--- config.mk ---
export PLATFORM = sky130hd
export DESIGN_NAME = smc
export DESIGN_NICKNAME = d
export VERILOG_FILES = /design/src/smc_pkg.sv /design/src/fifo.sv /design/src/i2c_slave.sv /design/src/ps2_port.sv /design/src/pulser.sv /design/src/smc.sv
export SDC_FILE = /design/constraint.sdc
export NUM_CORES = 1
export LEC_CHECK = 0
export BUFFER_PORTS_ARGS = -buffer_cell sky130_fd_sc_hd__buf_2
export CAP_MARGIN = 20
export CORE_MARGIN = 4
export CORE_UTILIZATION = 68
export CTS_BUF_LIST = sky130_fd_sc_hd__clkbuf_8 sky130_fd_sc_hd__clkbuf_16
export CTS_CLUSTER_DIAMETER = 50
export DETAILED_ROUTE_END_ITERATION = 10
export HOLD_SLACK_MARGIN = 0.15
export PLACE_DENSITY = 0.83
export SKIP_CTS_REPAIR_TIMING = 1
export SKIP_LAST_GASP = 1
export SLEW_MARGIN = 20
export SYNTH_ARGS = -nofsm -noshare
export SYNTH_HDL_FRONTEND = slang
export SYNTH_HIERARCHICAL = 1
export SYNTH_SLANG_ARGS = --single-unit
--- constraint.sdc ---
create_clock -name clk6x -period 4.35 [get_ports clk6x]
set_clock_uncertainty 0.2 [all_clocks]
set_input_delay 0.6525 -clock clk6x [delete_from_list [all_inputs] [get_ports clk6x]]
set_output_delay 0.6525 -clock clk6x [all_outputs]
set_load 0.01 [all_outputs]
--- src/smc_pkg.sv ---
// register numbers of the SMC map
// keyboard command status codes
// packed structs passed between the SMC blocks

package smc_pkg;

    // register numbers, first written byte of a transfer
    localparam logic [7:0] SMCREG_READ_KBD_BUF        = 8'h07;  // pop one scan code
    localparam logic [7:0] SMCREG_READ_PS2_KBD_STAT   = 8'h18;  // command status
    localparam logic [7:0] SMCREG_SEND_PS2_KBD_CMD    = 8'h19;  // 1-byte command
    localparam logic [7:0] SMCREG_SEND_PS2_KBD_2BCMD  = 8'h1A;  // 2-byte command

    // status byte values
    localparam logic [7:0] PS2_CMD_STAT_IDLE    = 8'h00;
    localparam logic [7:0] PS2_CMD_STAT_PENDING = 8'h01;  // sent, waiting for ack bit
    localparam logic [7:0] PS2_CMD_STAT_ACK     = 8'hFA;
    localparam logic [7:0] PS2_CMD_STAT_ERR     = 8'hFE;

    // device side of the I2C slave
    typedef struct packed {
        logic       devsel;      // addressed, until STOP
        logic       rw;          // 1 = master reads
        logic [7:0] rxbyte;      // last byte written by master
        logic       rxbyte_v;    // 1T strobe
        logic       txbyte_deq;  // 1T, txbyte was taken
    } i2c_dev_t;

    // scan code from the keyboard
    typedef struct packed {
        logic [7:0] code;
        logic       valid;       // 1T strobe
    } ps2_rx_t;

    // host-to-device transfer status
    typedef struct packed {
        logic busy;              // rx or tx frame in progress
        logic acked;             // 1T, device pulled the ack bit low
        logic errd;              // 1T, no ack or device timed out
    } ps2_tx_stat_t;

endpackage

--- src/fifo.sv ---
// scan-code FIFO, power-of-two depth
// extra pointer bit tells full from empty
`timescale 1ns/1ns

module fifo #(
    parameter int FIFO_DEPTH_LOG2 = 3
) (
    input  logic       clk6x,
    input  logic       resetn,    // sync, active low
    input  logic [7:0] wport_i,
    input  logic       wenq_i,    // never while full
    output logic [7:0] rport_o,   // head, valid when not empty
    input  logic       rdeq_i,
    output logic       full_o,
    output logic       empty_o
);
    localparam int AW = FIFO_DEPTH_LOG2;

    logic [7:0] mem [2**AW];
    logic [AW:0] wptr;
    logic [AW:0] rptr;

    always_ff @(posedge clk6x)
    begin
        if (wenq_i)
            mem[wptr[AW-1:0]] <= wport_i;
    end

    always_ff @(posedge clk6x)
    begin
        if (!resetn)
        begin
            wptr <= '0;
            rptr <= '0;
        end else
        begin
            wptr <= wptr + (AW+1)'(wenq_i);
            rptr <= rptr + (AW+1)'(rdeq_i);
        end
    end

    assign rport_o = mem[rptr[AW-1:0]];
    assign empty_o = (wptr == rptr);
    assign full_o  = (wptr[AW] != rptr[AW]) && (wptr[AW-1:0] == rptr[AW-1:0]);

    // the register block must gate both sides
    a_no_overflow:  assert property (@(posedge clk6x) disable iff (!resetn)
        full_o |-> !wenq_i);
    a_no_underflow: assert property (@(posedge clk6x) disable iff (!resetn)
        empty_o |-> !rdeq_i);

endmodule

--- src/i2c_slave.sv ---
// I2C slave FSM with START and STOP detection
// acks its own address and every written byte, serves read bytes MSB first
`timescale 1ns/1ns

module i2c_slave import smc_pkg::*; #(
    parameter logic [6:0] SLAVE_ADDRESS = 7'h42
) (
    input  logic       clk6x,
    input  logic       resetn,        // sync, active low
    input  logic       I2C_SDA_i,     // SDA line state
    input  logic       I2C_SCL_i,     // SCL line state
    output logic       I2C_SDADR0_o,  // 1 pulls SDA low
    output i2c_dev_t   i2c_dev_o,
    input  logic [7:0] txbyte_i       // next byte for the master
);
    typedef enum logic [2:0] {
        S_IDLE, S_ADDR, S_ADDR_ACK, S_WDATA, S_WACK, S_RDATA, S_RACK
    } state_t;

    state_t     state;
    logic [1:0] sda_sync;
    logic [1:0] scl_sync;
    logic       sda_q;
    logic       scl_q;
    logic       scl_rise;      // registered bus events
    logic       scl_fall;
    logic       start_det;
    logic       stop_det;
    logic [3:0] bitcnt;
    logic [7:0] shreg;         // incoming bits
    logic [7:0] txreg;         // outgoing bits
    logic       sda_dr;
    logic       devsel;
    logic       rw;
    logic       byte_done;
    logic       rxbyte_v;
    logic       mst_ack;       // ack bit seen from master
    logic       load_tx;

    // byte handed to the master at the fall closing an ack slot
    assign load_tx = scl_fall &&
                     ((state == S_ADDR_ACK && rw) || (state == S_RACK && mst_ack));

    always_ff @(posedge clk6x)
    begin
        if (!resetn)
        begin
            sda_sync  <= 2'b11;    // bus idles high
            scl_sync  <= 2'b11;
            sda_q     <= 1'b1;
            scl_q     <= 1'b1;
            scl_rise  <= 1'b0;
            scl_fall  <= 1'b0;
            start_det <= 1'b0;
            stop_det  <= 1'b0;
        end else
        begin
            sda_sync  <= {sda_sync[0], I2C_SDA_i};
            scl_sync  <= {scl_sync[0], I2C_SCL_i};
            sda_q     <= sda_sync[1];
            scl_q     <= scl_sync[1];
            scl_rise  <= scl_sync[1] & ~scl_q;
            scl_fall  <= ~scl_sync[1] & scl_q;
            // SDA moving while SCL high
            start_det <= scl_sync[1] & scl_q & sda_q & ~sda_sync[1];
            stop_det  <= scl_sync[1] & scl_q & ~sda_q & sda_sync[1];
        end
    end

    always_ff @(posedge clk6x)
    begin
        if (!resetn)
        begin
            state     <= S_IDLE;
            bitcnt    <= 4'd0;
            sda_dr    <= 1'b0;
            devsel    <= 1'b0;
            rw        <= 1'b0;
            byte_done <= 1'b0;
            rxbyte_v  <= 1'b0;
            mst_ack   <= 1'b0;
        end else
        begin
            rxbyte_v  <= byte_done;   // one more stage, shreg is stable by then
            byte_done <= 1'b0;
            if (stop_det)
            begin
                state  <= S_IDLE;
                sda_dr <= 1'b0;
                devsel <= 1'b0;
            end else if (start_det)
            begin
                state  <= S_ADDR;     // also a repeated start
                bitcnt <= 4'd0;
                sda_dr <= 1'b0;
            end else
            begin
                case (state)
                    S_ADDR, S_WDATA:
                    begin
                        if (scl_rise)
                        begin
                            shreg     <= {shreg[6:0], sda_sync[1]};
                            bitcnt    <= bitcnt + 4'd1;
                            byte_done <= (state == S_WDATA) && (bitcnt == 4'd7);
                        end else if (scl_fall && bitcnt == 4'd8)
                        begin
                            bitcnt <= 4'd0;
                            if (state == S_WDATA)
                            begin
                                sda_dr <= 1'b1;   // ack data byte
                                state  <= S_WACK;
                            end else if (shreg[7:1] == SLAVE_ADDRESS)
                            begin
                                sda_dr <= 1'b1;   // ack own address
                                devsel <= 1'b1;
                                rw     <= shreg[0];
                                state  <= S_ADDR_ACK;
                            end else
                            begin
                                devsel <= 1'b0;   // someone else's transfer
                                state  <= S_IDLE;
                            end
                        end
                    end
                    S_ADDR_ACK, S_WACK, S_RACK:
                    begin
                        if (scl_rise)
                        begin
                            mst_ack <= ~sda_sync[1];
                        end
                        if (load_tx)
                        begin
                            txreg  <= txbyte_i;
                            sda_dr <= ~txbyte_i[7];   // MSB goes out right away
                            bitcnt <= 4'd0;
                            state  <= S_RDATA;
                        end else if (scl_fall)
                        begin
                            sda_dr <= 1'b0;
                            bitcnt <= 4'd0;
                            // NACK from master ends the read
                            state  <= (state == S_RACK) ? S_IDLE : S_WDATA;
                        end
                    end
                    S_RDATA:
                    begin
                        if (scl_fall)
                        begin
                            bitcnt <= bitcnt + 4'd1;
                            txreg  <= {txreg[6:0], 1'b0};
                            if (bitcnt == 4'd7)
                            begin
                                sda_dr <= 1'b0;   // free SDA for master's ack
                                state  <= S_RACK;
                            end else
                            begin
                                sda_dr <= ~txreg[6];
                            end
                        end
                    end
                    default:
                    begin
                        sda_dr <= 1'b0;
                    end
                endcase
            end
        end
    end

    assign I2C_SDADR0_o = sda_dr;
    assign i2c_dev_o = '{devsel: devsel, rw: rw, rxbyte: shreg,
                         rxbyte_v: rxbyte_v, txbyte_deq: load_tx};

    // bus is released whenever the slave is not in a transfer
    a_idle_released: assert property (@(posedge clk6x) disable iff (!resetn)
        (state == S_IDLE) |-> !I2C_SDADR0_o);

endmodule

--- src/ps2_port.sv ---
// PS/2 host port receiving device frames and sending command bytes
// inhibit and request-to-send timed in microsecond ticks
`timescale 1ns/1ns

module ps2_port import smc_pkg::*; (
    input  logic         clk6x,
    input  logic         resetn,         // sync, active low
    input  logic         ck1us_i,        // 1T every microsecond
    input  logic         PS2_CLK_i,      // CLK line state
    input  logic         PS2_DATA_i,     // DATA line state
    output logic         PS2_CLKDR0_o,   // 1 pulls CLK low
    output logic         PS2_DATADR0_o,  // 1 pulls DATA low
    output ps2_rx_t      ps2_rx_o,
    input  logic [7:0]   cmd_tx_i,
    input  logic         cmd_tx_v_i,     // taken only while busy is low
    output ps2_tx_stat_t ps2_tx_stat_o
);
    localparam logic [13:0] INHIBIT_US = 14'd100;
    localparam logic [13:0] TIMEOUT_US = 14'd15000;   // device went silent

    typedef enum logic [1:0] {P_IDLE, P_RX, P_INHIBIT, P_TX} pstate_t;

    pstate_t     state;
    logic [1:0]  clk_sync;
    logic [1:0]  dat_sync;
    logic        clk_q;
    logic        clk_fall;
    logic [3:0]  bitcnt;
    logic [9:0]  rxsh;        // data, parity, stop
    logic [9:0]  frame;
    logic [8:0]  txsh;        // parity above data
    logic [13:0] tmr;         // ticks since last clock fall
    logic        clkdr;
    logic        datadr;
    logic [7:0]  code;
    logic        code_v;
    logic        acked;
    logic        errd;

    assign clk_fall = clk_q & ~clk_sync[1];
    assign frame    = {dat_sync[1], rxsh[9:1]};   // LSB arrives first

    always_ff @(posedge clk6x)
    begin
        if (!resetn)
        begin
            state    <= P_IDLE;
            clk_sync <= 2'b11;
            dat_sync <= 2'b11;
            clk_q    <= 1'b1;
            bitcnt   <= 4'd0;
            tmr      <= 14'd0;
            clkdr    <= 1'b0;      // both lines released
            datadr   <= 1'b0;
            code_v   <= 1'b0;
            acked    <= 1'b0;
            errd     <= 1'b0;
        end else
        begin
            clk_sync <= {clk_sync[0], PS2_CLK_i};
            dat_sync <= {dat_sync[0], PS2_DATA_i};
            clk_q    <= clk_sync[1];
            code_v   <= 1'b0;
            acked    <= 1'b0;
            errd     <= 1'b0;
            if (clk_fall)
                tmr <= 14'd0;
            else if (ck1us_i)
                tmr <= tmr + 14'd1;

            case (state)
                P_IDLE:
                begin
                    if (cmd_tx_v_i)
                    begin
                        txsh  <= {~^cmd_tx_i, cmd_tx_i};   // odd parity
                        clkdr <= 1'b1;                     // inhibit
                        tmr   <= 14'd0;
                        state <= P_INHIBIT;
                    end else if (clk_fall && !dat_sync[1])
                    begin
                        bitcnt <= 4'd1;    // start bit seen
                        state  <= P_RX;
                    end
                end
                P_RX:
                begin
                    if (clk_fall)
                    begin
                        rxsh   <= frame;
                        bitcnt <= bitcnt + 4'd1;
                        if (bitcnt == 4'd10)
                        begin
                            state <= P_IDLE;
                            // keep only frames with odd parity and a stop bit
                            if (^frame[8:0] && frame[9])
                            begin
                                code   <= frame[7:0];
                                code_v <= 1'b1;
                            end
                        end
                    end else if (tmr == TIMEOUT_US)
                    begin
                        state <= P_IDLE;   // lost clock mid-frame
                    end
                end
                P_INHIBIT:
                begin
                    if (tmr == INHIBIT_US)
                    begin
                        datadr <= 1'b1;    // start bit as request to send
                        clkdr  <= 1'b0;    // device clocks from here
                        bitcnt <= 4'd0;
                        tmr    <= 14'd0;
                        state  <= P_TX;
                    end
                end
                P_TX:
                begin
                    if (clk_fall)
                    begin
                        bitcnt <= bitcnt + 4'd1;
                        if (bitcnt < 4'd9)
                        begin
                            datadr <= ~txsh[0];   // data bits then parity
                            txsh   <= {1'b0, txsh[8:1]};
                        end else if (bitcnt == 4'd9)
                        begin
                            datadr <= 1'b0;       // stop bit
                        end else
                        begin
                            acked <= ~dat_sync[1];   // device pulls ack low
                            errd  <= dat_sync[1];
                            state <= P_IDLE;
                        end
                    end else if (tmr == TIMEOUT_US)
                    begin
                        datadr <= 1'b0;
                        errd   <= 1'b1;
                        state  <= P_IDLE;
                    end
                end
                default:
                begin
                    state <= P_IDLE;
                end
            endcase
        end
    end

    assign PS2_CLKDR0_o  = clkdr;
    assign PS2_DATADR0_o = datadr;
    assign ps2_rx_o      = '{code: code, valid: code_v};
    assign ps2_tx_stat_o = '{busy: (state != P_IDLE), acked: acked, errd: errd};

    // a transfer ends acked or in error but never both
    a_tx_outcome: assert property (@(posedge clk6x) disable iff (!resetn)
        !(ps2_tx_stat_o.acked && ps2_tx_stat_o.errd));

endmodule

--- src/pulser.sv ---
// microsecond tick generator, one clk6x pulse per period
`timescale 1ns/1ns

module pulser #(
    parameter int CLK_PER_US = 48
) (
    input  logic clk6x,
    input  logic resetn,   // sync, active low
    output logic ck1us_o   // 1T tick
);
    localparam int CW = (CLK_PER_US > 1) ? $clog2(CLK_PER_US) : 1;
    localparam logic [CW-1:0] RELOAD = CW'(CLK_PER_US - 1);

    logic [CW-1:0] cnt;

    always_ff @(posedge clk6x)
    begin
        if (!resetn)
        begin
            cnt     <= RELOAD;   // first tick CLK_PER_US cycles out
            ck1us_o <= 1'b0;
        end else
        begin
            ck1us_o <= (cnt == '0);
            cnt     <= (cnt == '0) ? RELOAD : cnt - 1'b1;
        end
    end

endmodule

--- src/smc.sv ---
// system management controller top, I2C slave at 0x42
// register block, keyboard command queue and status register
`timescale 1ns/1ns

module smc import smc_pkg::*; #(
    parameter int         CLK_PER_US      = 48,
    parameter logic [6:0] SLAVE_ADDRESS   = 7'h42,
    parameter int         FIFO_DEPTH_LOG2 = 3
) (
    input  logic clk6x,
    input  logic resetn,          // sync, active low
    input  logic I2C_SDA_i,
    input  logic I2C_SCL_i,
    output logic I2C_SDADR0_o,    // 1 pulls SDA low
    input  logic PS2K_CLK_i,
    input  logic PS2K_DATA_i,
    output logic PS2K_CLKDR_o,    // 1 pulls CLK low
    output logic PS2K_DATADR_o    // 1 pulls DATA low
);
    i2c_dev_t     dev;
    logic [7:0]   txbyte;          // presented to the master
    logic         ck1us;
    ps2_rx_t      kbd_rx;
    ps2_tx_stat_t kbd_tx;
    logic [7:0]   cmd;             // byte offered to the port
    logic         cmd_v;
    logic [7:0]   cmd2;            // queued second byte
    logic         cmd2_v;
    logic [7:0]   regnum;
    logic [7:0]   kbd_stat;
    logic [1:0]   byteidx;         // written bytes in this transfer
    logic         fifo_full;
    logic         fifo_empty;
    logic         fifo_enq;
    logic         fifo_deq;
    logic [7:0]   fifo_head;

    i2c_slave #(.SLAVE_ADDRESS(SLAVE_ADDRESS)) i2cslv (
        .clk6x        (clk6x),
        .resetn       (resetn),
        .I2C_SDA_i    (I2C_SDA_i),
        .I2C_SCL_i    (I2C_SCL_i),
        .I2C_SDADR0_o (I2C_SDADR0_o),
        .i2c_dev_o    (dev),
        .txbyte_i     (txbyte)
    );

    pulser #(.CLK_PER_US(CLK_PER_US)) pulser_1us (
        .clk6x   (clk6x),
        .resetn  (resetn),
        .ck1us_o (ck1us)
    );

    ps2_port ps2kbd (
        .clk6x         (clk6x),
        .resetn        (resetn),
        .ck1us_i       (ck1us),
        .PS2_CLK_i     (PS2K_CLK_i),
        .PS2_DATA_i    (PS2K_DATA_i),
        .PS2_CLKDR0_o  (PS2K_CLKDR_o),
        .PS2_DATADR0_o (PS2K_DATADR_o),
        .ps2_rx_o      (kbd_rx),
        .cmd_tx_i      (cmd),
        .cmd_tx_v_i    (cmd_v),
        .ps2_tx_stat_o (kbd_tx)
    );

    // codes arriving on a full buffer are lost
    assign fifo_enq = kbd_rx.valid & ~fifo_full;
    // pop only when a real code went out, 0x00 means empty
    assign fifo_deq = dev.devsel & dev.rw & dev.txbyte_deq &
                      (regnum == SMCREG_READ_KBD_BUF) & (txbyte != 8'h00);

    fifo #(.FIFO_DEPTH_LOG2(FIFO_DEPTH_LOG2)) kbdfifo (
        .clk6x   (clk6x),
        .resetn  (resetn),
        .wport_i (kbd_rx.code),
        .wenq_i  (fifo_enq),
        .rport_o (fifo_head),
        .rdeq_i  (fifo_deq),
        .full_o  (fifo_full),
        .empty_o (fifo_empty)
    );

    // read data follows the selected register every cycle
    always_ff @(posedge clk6x)
    begin
        case (regnum)
            SMCREG_READ_KBD_BUF:      txbyte <= fifo_empty ? 8'h00 : fifo_head;
            SMCREG_READ_PS2_KBD_STAT: txbyte <= kbd_stat;
            default:                  txbyte <= 8'hFF;
        endcase
    end

    always_ff @(posedge clk6x)
    begin
        if (!resetn)
        begin
            regnum   <= 8'h00;
            byteidx  <= 2'd0;
            cmd_v    <= 1'b0;
            cmd2_v   <= 1'b0;
            kbd_stat <= PS2_CMD_STAT_IDLE;
        end else
        begin
            // port takes cmd in any cycle it is not busy
            if (cmd_v && !kbd_tx.busy)
            begin
                cmd_v  <= cmd2_v;
                cmd2_v <= 1'b0;
                if (cmd2_v)
                    cmd <= cmd2;
            end

            if (kbd_tx.acked)
                kbd_stat <= PS2_CMD_STAT_ACK;
            else if (kbd_tx.errd)
                kbd_stat <= PS2_CMD_STAT_ERR;

            if (!dev.devsel)
            begin
                byteidx <= 2'd0;
            end else if (dev.rxbyte_v)
            begin
                if (byteidx != 2'd3)
                    byteidx <= byteidx + 2'd1;   // saturate, extra bytes ignored
                case (byteidx)
                    2'd0: regnum <= dev.rxbyte;
                    2'd1:
                    begin
                        if (regnum == SMCREG_SEND_PS2_KBD_CMD ||
                            regnum == SMCREG_SEND_PS2_KBD_2BCMD)
                        begin
                            cmd      <= dev.rxbyte;
                            cmd_v    <= 1'b1;
                            cmd2_v   <= 1'b0;
                            kbd_stat <= PS2_CMD_STAT_PENDING;
                        end
                    end
                    2'd2:
                    begin
                        if (regnum == SMCREG_SEND_PS2_KBD_2BCMD)
                        begin
                            if (cmd_v && kbd_tx.busy)
                            begin
                                cmd2   <= dev.rxbyte;   // first byte still waiting
                                cmd2_v <= 1'b1;
                            end else
                            begin
                                cmd   <= dev.rxbyte;    // first byte already taken
                                cmd_v <= 1'b1;
                            end
                        end
                    end
                    default:
                    begin
                        regnum <= regnum;
                    end
                endcase
            end
        end
    end

endmodule

==> flow_summary.ini <==
[outcome]
status = finished clean

[power]
power.density_nw_per_um2 = 401
power_frac_comb = 0.024
pwr-share-seq = 0.523
p_clk_frac = 0.453
p_int_mw = 3.32
vdd_ir_drop_max_mv = 0.415
sw_frac_of_total = 0.206
p_switching_mw = 0.863
p_total_mw = 4.18
leakage_nw = 3.69

[global_route]
grt_first_pass_wirelength_um = 30800
grt_max_degree = 38
antenna_found_initial = 0
gr-total-overflow = 0
grtUsageTotal = 0.237
grt_pass1_vias = 5929

[clocking]
clk_latency_ps = 500
clock-root-buffer = clkbuf_16
cts.htree.levels = 1
cts.sinks = 217
clk_pin_slew_ps = 60
cts_tree = yes
cts_buffer_depth = 3
cts_inserted_buffers = 23

[final_layout]
syn_to_final_growth_pct = 9.33
n_antenna_cell = 0
fin_util = 0.774
finalInstanceArea_um2 = 10400
nNetsFinal = 792
drive_gt1_frac = 0.122

[worst_setup_path]
critPathKind = reg2reg
required_ps = 4270
r2r_slack_ps = 1350
critPathMaxFanout = 19
r2r_start = kbdfifo/rptr[2]
r2r-end = kbdfifo/mem[4][2]
crit_start = kbdfifo/rptr[2]
reg2reg_depth = 6
worstSetupStartpointType = flop
critPathArrivalTime_ps = 2920
endpoint_kind = flop

[sta]
fmax_mhz = 333
final-setup-viol-count = 0
final_hold_viol_count = 0
rsz0062_at_grt = no
finalSetupTns_ps = 0
relSlewSlack = 0.296
fin_crit_sh = 0.690
period_needed_ps = 3000
timing.final.ws_setup_ps = 1350
final_max_slew_viol_count = 0
worst_pin_slew_ps = 1050

[yosys]
synth_area_leaders = edfxtp_1 (38%), dfxtp_1 (20%), mux4_1 (4.4%), nor2_1 (2.6%), mux2_2 (2.6%)
post_synth_inst_count = 758
ys.warnings.count = 6
ys_seq_area_frac = 0.583
synth_compound_area_frac = 0.0881
async_flop_share = 0
synth_commonest_cells = edfxtp_1 (121), dfxtp_1 (96), nor2_1 (66)
synth_area_um2 = 9530
synth.distinct_cells = 87
synth-simple-area-share = 0.146
synth_nets = 781
synthAdderAreaFrac = 0.0223
yosys.area.top_type = edfxtp_1
yosysMostFrequentCell = edfxtp_1
muxShareOfSynthArea = 0.0829
synth_seq_cells = 217
syn_avg_cell_area_um2 = 12.6
synth_top_family_by_area = simple AND/OR/NAND/NOR gates
synth.top_cell.area_share = 0.381
synth_edf_count = 121
synthXorXnorAreaFrac = 0.0381
ys.flop_type = edfxtp_1

[die]
boundaryPins = 9
placementRows = 42
start_util = 0.708
coreArea_um2 = 13500
die_area_um2 = 16000
die_w_um = 126
fp.dieH_um = 126

[job]
maxCapViolCount = 0

[hold_path]
worstHoldStart = PS2K_CLK_i
holdPathStages = 2
min_to = ps2kbd/clk_sync[0]
hp-class = in2reg

[routing]
wirelength_um = 18900
first_pass_iters = 8
drcViolationCount = 0
vias = 6075
via_per_inst = 6.31
drt-wirelength-per-cell_um = 19.7
ant_nets = 0
drt_iter0_markers = 637

[placement]
placed_area_um2 = 9630
dpl.hpwl_um = 12500
place.gp.congestion = 0.884
port_buffers = 8
pre_cts_ws_ps = 1380
## cell type report
type / count / area, um2
clock buffers: 24 / 589
clock inverters: 18 / 159
fillers: 796 / 3040
inverters: 45 / 169
multi-input cells: 465 / 3610
flip-flops and latches: 217 / 5560
well taps: 176 / 220
repair buffers: 17 / 115
## kinds of logic (layout without fill, tap and decap cells)
logic type,after synthesis,in the layout
adders and majority gates,17,17
DFF,217,217
AOI/OAI and AO/OA,111,111
buffers and inverters,76,104
and+or+nand+nor,248,248
xor gates and xnor gates,39,39
muxes,50,50
## flip-flops by register name, summed over array words and instances (netlist names), 9 cells and up
signal and count:
kbdfifo/mem 64, ps2kbd/tmr 14, ps2kbd/rxsh 9, ps2kbd/txsh 9
## worst max-delay path by stage
stage                                    to  slack (ps)  cells past startpoint
final                     kbdfifo/mem[4][2]        1350                      6
after global routing      kbdfifo/mem[0][1]        1160                      6
after CTS                 kbdfifo/mem[4][2]        1370                      6
after detailed placement  kbdfifo/mem[4][3]        1380                      6
after global placement    kbdfifo/mem[4][3]        1470                      6
after floorplan              ps2kbd/code[0]        1530                      6
## critical path: stages (launching register included)
cell and delay (ps):
dfxtp_1 820, xnor2_1 160, nand3_1 140, nor2_1 60, nor2b_1 240, nand2_1 170, nor3_1 830
## per-stage QoR
step	hold WS (ps)	std cells
after detailed placement	191	917
after global routing	159	962
final	136	962
after global placement	178	917
after floorplan	170	758
after CTS	119	959
## cells in the final DEF, fill, tap and decap left out, drive strengths merged, types with 17 or more instances in the layout
master	netlist	layout
nand3	21	21
dfxtp	96	96
nor2	66	66
nor2b	19	19
inv	44	50
xnor2	27	27
nand2b	17	17
mux2	23	23
nand2	29	29
clkbuf	10	24
a21oi	19	19
edfxtp	121	121
ha	17	17
nor3	18	18
## power by group through the flow
stage          logic (mW)  registers, mW  clock network (mW)
2_1_floorplan      0.0796           2.22                   0
3_3_place_gp       0.0932           2.23                   0
3_5_place_dp       0.0959           2.23                   0
4_1_cts            0.0975           2.18                1.93
5_1_grt             0.111           2.19                2.02
6_report            0.101           2.19                1.89
## per-layer routing
metal  GRT usage  up-vias  share of wire
met2       0.383      216           0.48
met3      0.0429       30          0.066
met5           0        -              0
met4      0.0511        0          0.014
met1       0.342     3003           0.44
li1            -     2826              -
No activity file was read; power rests on OpenSTA's default activity.
